### config.mk
export PLATFORM = sky130hd
export DESIGN_NAME = soc_subsystem
export DESIGN_NICKNAME = d
export VERILOG_FILES = /design/src/rtl/soc_pkg.sv /design/src/rtl/boot_rom.sv /design/src/rtl/bus_demux.sv /design/src/rtl/clint_timer.sv /design/src/rtl/debug_req_gate.sv /design/src/rtl/reg_slice.sv /design/src/rtl/soc_subsystem.sv
export VERILOG_INCLUDE_DIRS = /design/src /design/src/rtl
export SDC_FILE = /design/constraint.sdc
export NUM_CORES = 1
export LEC_CHECK = 0
export BUFFER_PORTS_ARGS = -buffer_cell sky130_fd_sc_hd__buf_4
export CORE_MARGIN = 10
export CORE_UTILIZATION = 55
export CTS_CLUSTER_DIAMETER = 120
export DETAILED_ROUTE_END_ITERATION = 10
export MAX_ROUTING_LAYER = met4
export PLACE_DENSITY_LB_ADDON = 0.1
export SLEW_MARGIN = 20
export SYNTH_ARGS = -nofsm -noshare
export SYNTH_HDL_FRONTEND = slang
export SYNTH_SLANG_ARGS = --single-unit
### constraint.sdc
create_clock -name clk_i -period 3.4 [get_ports clk_i]
set_input_delay 0.51 -clock clk_i [delete_from_list [all_inputs] [get_ports clk_i]]
set_output_delay 0.51 -clock clk_i [all_outputs]
set_load 0.005 [all_outputs]
### src/rtl/soc_macros.svh
`ifndef SOC_MACROS_SVH
`define SOC_MACROS_SVH

// ----------------------------------------
// Bus widths
// ----------------------------------------
`define SOC_ADDR_W 32
`define SOC_DATA_W 64

// Number of mapped targets behind the demux
`define SOC_NUM_TGT 3

// ----------------------------------------
// Address map
// ----------------------------------------
`define ROM_BASE     32'h0001_0000
`define ROM_LEN      32'h0000_0100
`define CLINT_BASE   32'h0200_0000
`define CLINT_LEN    32'h0000_C000
`define CLUSTER_BASE 32'h1000_0000
`define CLUSTER_LEN  32'h0040_0000

// CLINT register offsets, relative to CLINT_BASE
`define CLINT_MSIP_OFS     32'h0000_0000
`define CLINT_MTIMECMP_OFS 32'h0000_4000
`define CLINT_MTIME_OFS    32'h0000_BFF8

// Debug hold-off after reset, in clk_i cycles
`define DMI_DELAY_CYCLES 500

`define BOOT_WORDS 8

`endif

### src/rtl/soc_pkg.sv
`include "soc_macros.svh"

package soc_pkg;

  // Request from the single bus master
  typedef struct packed {
    logic [`SOC_ADDR_W-1:0] addr;
    logic                   we;
    logic [`SOC_DATA_W-1:0] wdata;
  } bus_req_t;

  typedef struct packed {
    logic [`SOC_DATA_W-1:0] rdata;
    logic                   err;
  } bus_rsp_t;

  // Target index, also the slot in the per-target strobe vectors
  typedef enum logic [1:0] {
    TGT_ROM     = 2'd0,
    TGT_CLINT   = 2'd1,
    TGT_CLUSTER = 2'd2,
    TGT_NONE    = 2'd3
  } tgt_e;

  // End address is exclusive
  typedef struct packed {
    tgt_e                   idx;
    logic [`SOC_ADDR_W-1:0] start_addr;
    logic [`SOC_ADDR_W-1:0] end_addr;
  } addr_rule_t;

  localparam addr_rule_t addr_map [`SOC_NUM_TGT] = '{
    '{idx: TGT_ROM, start_addr: `ROM_BASE, end_addr: `ROM_BASE + `ROM_LEN},
    '{idx: TGT_CLINT, start_addr: `CLINT_BASE, end_addr: `CLINT_BASE + `CLINT_LEN},
    '{idx: TGT_CLUSTER, start_addr: `CLUSTER_BASE, end_addr: `CLUSTER_BASE + `CLUSTER_LEN}
  };

  // Boot image, one entry per 64-bit ROM word
  localparam logic [`SOC_DATA_W-1:0] boot_image [`BOOT_WORDS] = '{
    64'h0202_8593_0000_0297,
    64'hF140_2573_0182_B283,
    64'h1050_0073_0002_8067,
    64'h0000_0000_0000_0013,
    64'h8000_0000_0000_0000,
    64'h0000_0000_0001_0040,
    64'hDEAD_BEEF_CAFE_F00D,
    64'h0000_0000_0000_0000
  };

endpackage

### src/rtl/boot_rom.sv
`timescale 1ns/1ps

module boot_rom (
  input  logic              clk_i,
  input  logic              ndmreset_n,
  input  logic              req_valid_i,
  input  soc_pkg::bus_req_t req_i,
  output logic              rsp_valid_o,
  output soc_pkg::bus_rsp_t rsp_o
);

  logic              rsp_valid_q;
  soc_pkg::bus_rsp_t rsp_q;

  always_ff @(posedge clk_i or negedge ndmreset_n) begin
    if (!ndmreset_n) begin
      rsp_valid_q <= 1'b0;
    end else begin
      rsp_valid_q <= req_valid_i;
    end
  end

  // Word select from addr[5:3], image wraps inside the window
  always_ff @(posedge clk_i) begin
    if (req_valid_i) begin
      if (req_i.we) begin
        rsp_q.rdata <= '0;
        rsp_q.err   <= 1'b1;
      end else begin
        rsp_q.rdata <= soc_pkg::boot_image[req_i.addr[5:3]];
        rsp_q.err   <= 1'b0;
      end
    end
  end

  assign rsp_valid_o = rsp_valid_q;
  assign rsp_o       = rsp_q;

endmodule

### src/rtl/bus_demux.sv
`timescale 1ns/1ps
`include "soc_macros.svh"

module bus_demux (
  input  logic                                     clk_i,
  input  logic                                     ndmreset_n,
  input  logic                                     req_valid_i,
  input  soc_pkg::bus_req_t                        req_i,
  output logic                                     rsp_valid_o,
  output soc_pkg::bus_rsp_t                        rsp_o,
  output logic [`SOC_NUM_TGT-1:0]                  tgt_req_valid_o,
  output soc_pkg::bus_req_t                        tgt_req_o,
  input  logic [`SOC_NUM_TGT-1:0]                  tgt_rsp_valid_i,
  input  soc_pkg::bus_rsp_t [`SOC_NUM_TGT-1:0]     tgt_rsp_i
);

  soc_pkg::tgt_e          hit_tgt;
  logic [`SOC_ADDR_W-1:0] hit_base;

  soc_pkg::tgt_e sel_q;
  logic          busy_q;
  logic          miss_q;

  // ----------------------------------------
  // Address decode
  // ----------------------------------------
  always_comb begin
    hit_tgt  = soc_pkg::TGT_NONE;
    hit_base = '0;
    for (int i = 0; i < `SOC_NUM_TGT; i++) begin
      if (req_i.addr >= soc_pkg::addr_map[i].start_addr &&
          req_i.addr <  soc_pkg::addr_map[i].end_addr) begin
        hit_tgt  = soc_pkg::addr_map[i].idx;
        hit_base = soc_pkg::addr_map[i].start_addr;
      end
    end
  end

  // Shared request bus, only the strobe is steered
  always_comb begin
    tgt_req_o       = req_i;
    tgt_req_o.addr  = req_i.addr - hit_base;
    tgt_req_valid_o = '0;
    if (req_valid_i && hit_tgt != soc_pkg::TGT_NONE) begin
      tgt_req_valid_o[hit_tgt] = 1'b1;
    end
  end

  // ----------------------------------------
  // Outstanding request tracking
  // ----------------------------------------
  always_ff @(posedge clk_i or negedge ndmreset_n) begin
    if (!ndmreset_n) begin
      sel_q  <= soc_pkg::TGT_NONE;
      busy_q <= 1'b0;
      miss_q <= 1'b0;
    end else begin
      miss_q <= req_valid_i && hit_tgt == soc_pkg::TGT_NONE;
      if (rsp_valid_o) begin
        busy_q <= 1'b0;
      end
      if (req_valid_i) begin
        sel_q  <= hit_tgt;
        busy_q <= 1'b1;
      end
    end
  end

  // Only the owner of the outstanding request may answer
  always_comb begin
    rsp_valid_o = 1'b0;
    rsp_o.rdata = '0;
    rsp_o.err   = 1'b1;
    if (miss_q) begin
      rsp_valid_o = 1'b1;
    end else if (busy_q && sel_q != soc_pkg::TGT_NONE) begin
      rsp_valid_o = tgt_rsp_valid_i[sel_q];
      rsp_o       = tgt_rsp_i[sel_q];
    end
  end

endmodule

### src/rtl/clint_timer.sv
`timescale 1ns/1ps
`include "soc_macros.svh"

module clint_timer (
  input  logic              clk_i,
  input  logic              ndmreset_n,
  input  logic              rtc_i,
  input  logic              req_valid_i,
  input  soc_pkg::bus_req_t req_i,
  output logic              rsp_valid_o,
  output soc_pkg::bus_rsp_t rsp_o,
  output logic              timer_irq_o,
  output logic              ipi_o
);

  logic [1:0]             rtc_sync_q;
  logic                   rtc_prev_q;
  logic                   rtc_toggle_q;
  logic                   rtc_rise;
  logic                   mtime_tick;
  logic [`SOC_DATA_W-1:0] mtime_q;
  logic [`SOC_DATA_W-1:0] mtimecmp_q;
  logic                   msip_q;
  logic                   rsp_valid_q;
  soc_pkg::bus_rsp_t      rsp_q;

  // ----------------------------------------
  // RTC time base
  // ----------------------------------------
  always_ff @(posedge clk_i or negedge ndmreset_n) begin
    if (!ndmreset_n) begin
      rtc_sync_q   <= '0;
      rtc_prev_q   <= 1'b0;
      rtc_toggle_q <= 1'b0;
    end else begin
      rtc_sync_q <= {rtc_sync_q[0], rtc_i};
      rtc_prev_q <= rtc_sync_q[1];
      if (rtc_rise) begin
        rtc_toggle_q <= ~rtc_toggle_q;
      end
    end
  end

  assign rtc_rise = rtc_sync_q[1] & ~rtc_prev_q;
  // Toggle about to go high, so half the rtc rate
  assign mtime_tick = rtc_rise & ~rtc_toggle_q;

  // ----------------------------------------
  // Registers, bus writes win over the tick
  // ----------------------------------------
  always_ff @(posedge clk_i or negedge ndmreset_n) begin
    if (!ndmreset_n) begin
      mtime_q    <= '0;
      mtimecmp_q <= '1;
      msip_q     <= 1'b0;
    end else begin
      if (mtime_tick) begin
        mtime_q <= mtime_q + 1'b1;
      end
      if (req_valid_i && req_i.we) begin
        case (req_i.addr)
          `CLINT_MSIP_OFS:     msip_q     <= req_i.wdata[0];
          `CLINT_MTIMECMP_OFS: mtimecmp_q <= req_i.wdata;
          `CLINT_MTIME_OFS:    mtime_q    <= req_i.wdata;
          default: ;
        endcase
      end
    end
  end

  always_ff @(posedge clk_i or negedge ndmreset_n) begin
    if (!ndmreset_n) begin
      rsp_valid_q <= 1'b0;
    end else begin
      rsp_valid_q <= req_valid_i;
    end
  end

  // Read data, unknown offsets answer with err
  always_ff @(posedge clk_i) begin
    if (req_valid_i) begin
      rsp_q.rdata <= '0;
      rsp_q.err   <= 1'b0;
      case (req_i.addr)
        `CLINT_MSIP_OFS:     rsp_q.rdata <= {{(`SOC_DATA_W-1){1'b0}}, msip_q};
        `CLINT_MTIMECMP_OFS: rsp_q.rdata <= mtimecmp_q;
        `CLINT_MTIME_OFS:    rsp_q.rdata <= mtime_q;
        default:             rsp_q.err   <= 1'b1;
      endcase
      if (req_i.we) begin
        rsp_q.rdata <= '0;
      end
    end
  end

  assign rsp_valid_o = rsp_valid_q;
  assign rsp_o       = rsp_q;
  assign timer_irq_o = mtime_q >= mtimecmp_q;
  assign ipi_o       = msip_q;

endmodule

### src/rtl/debug_req_gate.sv
`timescale 1ns/1ps
`include "soc_macros.svh"

module debug_req_gate (
  input  logic clk_i,
  input  logic ndmreset_n,
  input  logic debug_req_i,
  output logic debug_req_o
);

  localparam int unsigned CNT_W = $clog2(`DMI_DELAY_CYCLES + 1);

  logic [CNT_W-1:0] cnt_q;

  // Gives boot code a head start before debug can halt the hart
  always_ff @(posedge clk_i or negedge ndmreset_n) begin
    if (!ndmreset_n) begin
      cnt_q <= CNT_W'(`DMI_DELAY_CYCLES);
    end else if (cnt_q != '0) begin
      cnt_q <= cnt_q - 1'b1;
    end
  end

  assign debug_req_o = (cnt_q == '0) & debug_req_i;

endmodule

### src/rtl/reg_slice.sv
`timescale 1ns/1ps

module reg_slice #(
  parameter type payload_t = logic
) (
  input  logic     clk_i,
  input  logic     ndmreset_n,
  input  logic     valid_i,
  input  payload_t data_i,
  output logic     valid_o,
  output payload_t data_o
);

  logic     valid_q;
  payload_t data_q;

  always_ff @(posedge clk_i or negedge ndmreset_n) begin
    if (!ndmreset_n) begin
      valid_q <= 1'b0;
    end else begin
      valid_q <= valid_i;
    end
  end

  // Payload only moves with its strobe
  always_ff @(posedge clk_i) begin
    if (valid_i) begin
      data_q <= data_i;
    end
  end

  assign valid_o = valid_q;
  assign data_o  = data_q;

endmodule

### src/rtl/soc_subsystem.sv
`timescale 1ns/1ps
`include "soc_macros.svh"

module soc_subsystem (
  input  logic              clk_i,
  input  logic              ndmreset_n,
  input  logic              rtc_i,
  input  logic              debug_req_i,
  input  logic              req_valid_i,
  input  soc_pkg::bus_req_t req_i,
  output logic              rsp_valid_o,
  output soc_pkg::bus_rsp_t rsp_o,
  output logic              cluster_req_valid_o,
  output soc_pkg::bus_req_t cluster_req_o,
  input  logic              cluster_rsp_valid_i,
  input  soc_pkg::bus_rsp_t cluster_rsp_i,
  output logic              timer_irq_o,
  output logic              ipi_o,
  output logic              debug_req_o
);

  logic [`SOC_NUM_TGT-1:0]                 tgt_req_valid;
  soc_pkg::bus_req_t                       tgt_req;
  logic [`SOC_NUM_TGT-1:0]                 tgt_rsp_valid;
  soc_pkg::bus_rsp_t [`SOC_NUM_TGT-1:0]    tgt_rsp;

  bus_demux i_bus_demux (
    .clk_i           ( clk_i         ),
    .ndmreset_n      ( ndmreset_n    ),
    .req_valid_i     ( req_valid_i   ),
    .req_i           ( req_i         ),
    .rsp_valid_o     ( rsp_valid_o   ),
    .rsp_o           ( rsp_o         ),
    .tgt_req_valid_o ( tgt_req_valid ),
    .tgt_req_o       ( tgt_req       ),
    .tgt_rsp_valid_i ( tgt_rsp_valid ),
    .tgt_rsp_i       ( tgt_rsp       )
  );

  // ----------------------------------------
  // Local targets
  // ----------------------------------------
  boot_rom i_boot_rom (
    .clk_i       ( clk_i                                ),
    .ndmreset_n  ( ndmreset_n                           ),
    .req_valid_i ( tgt_req_valid[soc_pkg::TGT_ROM]      ),
    .req_i       ( tgt_req                              ),
    .rsp_valid_o ( tgt_rsp_valid[soc_pkg::TGT_ROM]      ),
    .rsp_o       ( tgt_rsp[soc_pkg::TGT_ROM]            )
  );

  clint_timer i_clint_timer (
    .clk_i       ( clk_i                                ),
    .ndmreset_n  ( ndmreset_n                           ),
    .rtc_i       ( rtc_i                                ),
    .req_valid_i ( tgt_req_valid[soc_pkg::TGT_CLINT]    ),
    .req_i       ( tgt_req                              ),
    .rsp_valid_o ( tgt_rsp_valid[soc_pkg::TGT_CLINT]    ),
    .rsp_o       ( tgt_rsp[soc_pkg::TGT_CLINT]          ),
    .timer_irq_o ( timer_irq_o                          ),
    .ipi_o       ( ipi_o                                )
  );

  // ----------------------------------------
  // Cluster port, one cut each way
  // ----------------------------------------
  reg_slice #(
    .payload_t ( soc_pkg::bus_req_t )
  ) i_cluster_req_slice (
    .clk_i      ( clk_i                                ),
    .ndmreset_n ( ndmreset_n                           ),
    .valid_i    ( tgt_req_valid[soc_pkg::TGT_CLUSTER]  ),
    .data_i     ( tgt_req                              ),
    .valid_o    ( cluster_req_valid_o                  ),
    .data_o     ( cluster_req_o                        )
  );

  reg_slice #(
    .payload_t ( soc_pkg::bus_rsp_t )
  ) i_cluster_rsp_slice (
    .clk_i      ( clk_i                                ),
    .ndmreset_n ( ndmreset_n                           ),
    .valid_i    ( cluster_rsp_valid_i                  ),
    .data_i     ( cluster_rsp_i                        ),
    .valid_o    ( tgt_rsp_valid[soc_pkg::TGT_CLUSTER]  ),
    .data_o     ( tgt_rsp[soc_pkg::TGT_CLUSTER]        )
  );

  debug_req_gate i_debug_req_gate (
    .clk_i       ( clk_i       ),
    .ndmreset_n  ( ndmreset_n  ),
    .debug_req_i ( debug_req_i ),
    .debug_req_o ( debug_req_o )
  );

endmodule

==> summary.md <==
| Metric | Value |
|---|---|
| Status | finished with violations |
| Failing checks | negative setup slack |
| Hold depth | 1 |
| Worst hold path class | in2reg |
| Die height | slightly above 200 um |
| RR Startpoint | i_clint_timer.mtime_q[28]$_DFF_PN0_ |
| Setup TNS | -70,660 ps |
| Chip Width | around 200 um |
| Crit path from | req_i[73] |
| Post-Synthesis Cells | 1,656 |
| CTS Sinks | 397 |
| Max IR drop VDD | approximately 0.36 mV |
| Drt pass-1 iters | 5 |
| Worst EP arrival | 4260 ps |
| Largest net degree at the start of global routing | 69 |
| Main combinational cell family by area after synthesis | simple AND/OR/NAND/NOR gates |
| Area contributors post-synth | edfxtp_1, dfrtp_1, dfstp_2 |
| Crit Path Class | in2reg |
| Synth top cells by count | edfxtp_1, a21oi_1, nor2_1 |
| Leakage | around 11 nW |
| Netlist cell types | between 60 and 70 |
| Layout fillers | 2,091 |
| Simple-gate share of the synthesized area | 13.5% |
| Via density | 6.04 |
| P per Cell Area | roughly 410 nW/um2 |
| RSZ-0062 raised after global routing | true |
| Multi-input gate area | 7710 um2 |
| Ys flop type | edfxtp_1 |
| Sequential cell area | 11,300 um2 |
| Routed Wire Length | roughly 65,000 um |
| Complex-gate fraction of the synthesized area | 12.6% |
| Period utilisation layout | 113% |
| H-tree depth | 2 |
| Worst-margin pin slew | roughly 1000 ps |
| Post-synth top area cell | edfxtp_1 |
| Mapped Area | 18,700 um2 |
| Final #Nets | 2,379 |
| CTS tree | done |
| Bufs on Longest Clock Path | 3 |
| Vias | around 16,000 |
| Relative slew margins | 34.5% |
| Average size of a mapped cell | between 10 and 15 um2 |
| Hold Crit Start | rtc_i |
| Worst skew pair latency | 550 ps |
| DR WL/cell | ~25 um |
| Die Footprint | between 40,000 and 50,000 um2 |
| Row count | 67 |
| Synth Area in Adders | 5.03% |
| Clock transition at path regs | 60 ps |
| Initial core utilization | between 50% and 60% |
| TritonCTS Buffers | 43 |
| Startpoint Class | input pin |
| Worst Setup End Kind | flop |
| Post-Synth XOR/XNOR Area | under 10% |
| I/O Pins | 335 |
| Final worst-path setup slack | -438 ps |
| Proportion of synthesized chip area in sequential cells | between 60% and 70% |
| Worst reg2reg path depth | 9 |
| Most frequent cell after synthesis | edfxtp_1 |
| Hold Violations, Final | 0 |
| Synthesis Warnings | 0 |
| CP max-delay cell | or4_4 |
| Vias in the first global route | about 16,000 |
| Placer Congestion | 0.926 |
| Max-Cap Viols | 0 |
| Port-buffer cells | 334 |
| Post-DP HPWL | 40,700 um |
| Worst path cell trace | buf_6 > or4_4 > nor4_4 > buf_4 > and4_4 > ha_4 > ha_4 > or4b_4 > or4_4 > o311a_4 > nor3_4 > nand4bb_4 > nor3_4 > buf_12 > clkbuf_16 > a22o_1 |
| Post-synth EDFFs | around 250 |
| Layout Skew | roughly 17 ps |
| Setup Viol. Count Final | 195 |
| Post-route ant nets | 0 |
| Max Freq | roughly 0.26 GHz |
| Worst-path fanout max | 9 |
| Post-synth top area share | 39.7% |
| Pre-CTS worst setup slack | -1030 ps |
| Clock root buffer | clkbuf_16 |
| Fraction of registers with async set/reset | 37.8% |
| Total track usage | 30.7% |
| Net Count, Synth | 1,899 |
| DRC | 0 |
| Total grt overflow | 0 |
| Min Tclk post-route | 3840 ps |
| First-iteration detailed-routing DRC count | 1,615 |
| Synth Register Bits | around 400 |
| Mux contribution to synthesized area | 1.16% |
| Antenna violations before repair | 4 |
| Fraction of layout cells with a size suffix above 1 | 38.8% |
| Area delta synth->final | 40.4% |
| Final-report max-slew violation count | 0 |
| Crit-path max cell delay | 530 ps |
| CP required | around 3800 ps |
| Core box area | 33,500 um2 |
| First-pass GRT wire length | 95,700 um |
cell usage in the layout (no fill, tap or decap), drive strengths merged, types with 7 or more instances in the layout:
cell type  synthesis  final
mux2i             16     16
nand2b            14     14
nor4              14     14
or4                8      8
inv               89     90
xnor2             19     19
a22oi              7      7
a21oi            187    187
and2              14     14
ha                75     75
o21ai             84     84
nor2             178    178
clkinv             0     11
dfstp             72     72
buf               32    510
edfxtp           247    247
a211oi             7      7
clkbuf            50     71
dfrtp             78     78
a22o              63     63
and3              14     14
nor3              25     25
a21o              10     10
nand4             45     45
nand2            146    146
xor2              59     59
nand3             34     34
state kept, by name, indices dropped and copies added (netlist names):
register and cells:
i_bus_demux.sel_q 2, i_bus_demux.miss_q 1, i_cluster_rsp_slice.data_o 65, i_clint_timer.rtc_sync_q 2
i_cluster_req_slice.valid_o 1, i_clint_timer.mtime_q 64, i_boot_rom.rsp_valid_o 1, i_clint_timer.rsp_o 65
i_cluster_req_slice.data_o 97, i_bus_demux.busy_q 1, i_clint_timer.mtimecmp_q 64, i_clint_timer.rtc_toggle_q 1
i_clint_timer.rsp_valid_o 1, i_clint_timer.rtc_prev_q 1, i_clint_timer.ipi_o 1, i_debug_req_gate.cnt_q 9
i_boot_rom.rsp_o 20, i_cluster_rsp_slice.valid_o 1
repair_timing:
action	4_1_cts	5_1_grt
buffers inserted	30	6
hold buffers	1	0
gates cloned	30	6
pin swaps	12	17
hold endpoints to repair	17	0
resized for setup	176	122
endpoints found under the setup margin	195	195
layer usage:
metal  GRT usage [%]  wire length (um)  vias to the layer above  share of wire (%)
met3            7.62              6660                      189                 10
met4            12.6              2830                        0                4.4
li1                -                 -                     6987                  -
met5               -                 0                        -                  0
met2            47.7             30600                      935                 47
met1            37.8             24800                     7717                 38
worst max-delay path: cells and delay by family:
family / cells / cell delay [ps]
buffers and inverters: 4 / 640
adders and majority gates: 2 / 290
AOI/OAI and AO/OA: 2 / 290
and+or+nand+nor: 8 / 2490
report_power, final:
group | switching, mW | internal (mW) | leakage, nW
combinational | 0.422 | 0.395 | 6.37
sequential | 0.173 | 5.29 | 3.79
clock | 1.92 | 2.66 | 0.661
total | 2.51 | 8.34 | 10.8
metrics by stage:
stage	hold WS (ps)	instance area, um2	power (mW)	cells	utilization [%]
final	71.2	26200	10.9	2622	78.2
after global routing	56.3	26200	11.2	2622	78.2
after CTS	55.8	25700	10.8	2615	76.7
after detailed placement	352	22600	6.29	2476	67.5
after global placement	348	22600	6.26	2476	67.5
after floorplan	214	19000	5.84	1656	-
final timing paths:
check	to	slack, ps
hold reg to reg	i_clint_timer.rtc_sync_q[1]$_DFF_PN0_	350
hold / removal	i_clint_timer.rtc_sync_q[0]$_DFF_PN0_	70
max in group asynchronous	i_clint_timer.mtimecmp_q[37]$_DFFE_PN1P_	1990
setup reg to reg	i_clint_timer.mtime_q[63]$_DFF_PN0_	430
setup / recovery	i_clint_timer.rsp_o[3]$_SDFFCE_PP0P_	-440
min in group asynchronous	i_debug_req_gate.cnt_q[3]$_DFFE_PN0P_	530
cell families after synthesis:
kind of cell / count (synthesis)
buf+inv: 171
fa+ha+maj: 75
simple gates: 525
xor+xnor: 78
mux: 21
flops: 397
compound gates: 389
layout make-up:
class | instances | area share (%)
sequential | 397 | 43.0
multi-input combinational | 1088 | 29.4
timing repair buffer | 517 | 19.0
clock buffer | 65 | 4.70
tap | 448 | 2.14
inverter | 89 | 1.27
clock inverter | 14 | 0.458
antenna | 4 | 0.0382
Power figures use the tool's default switching activity.
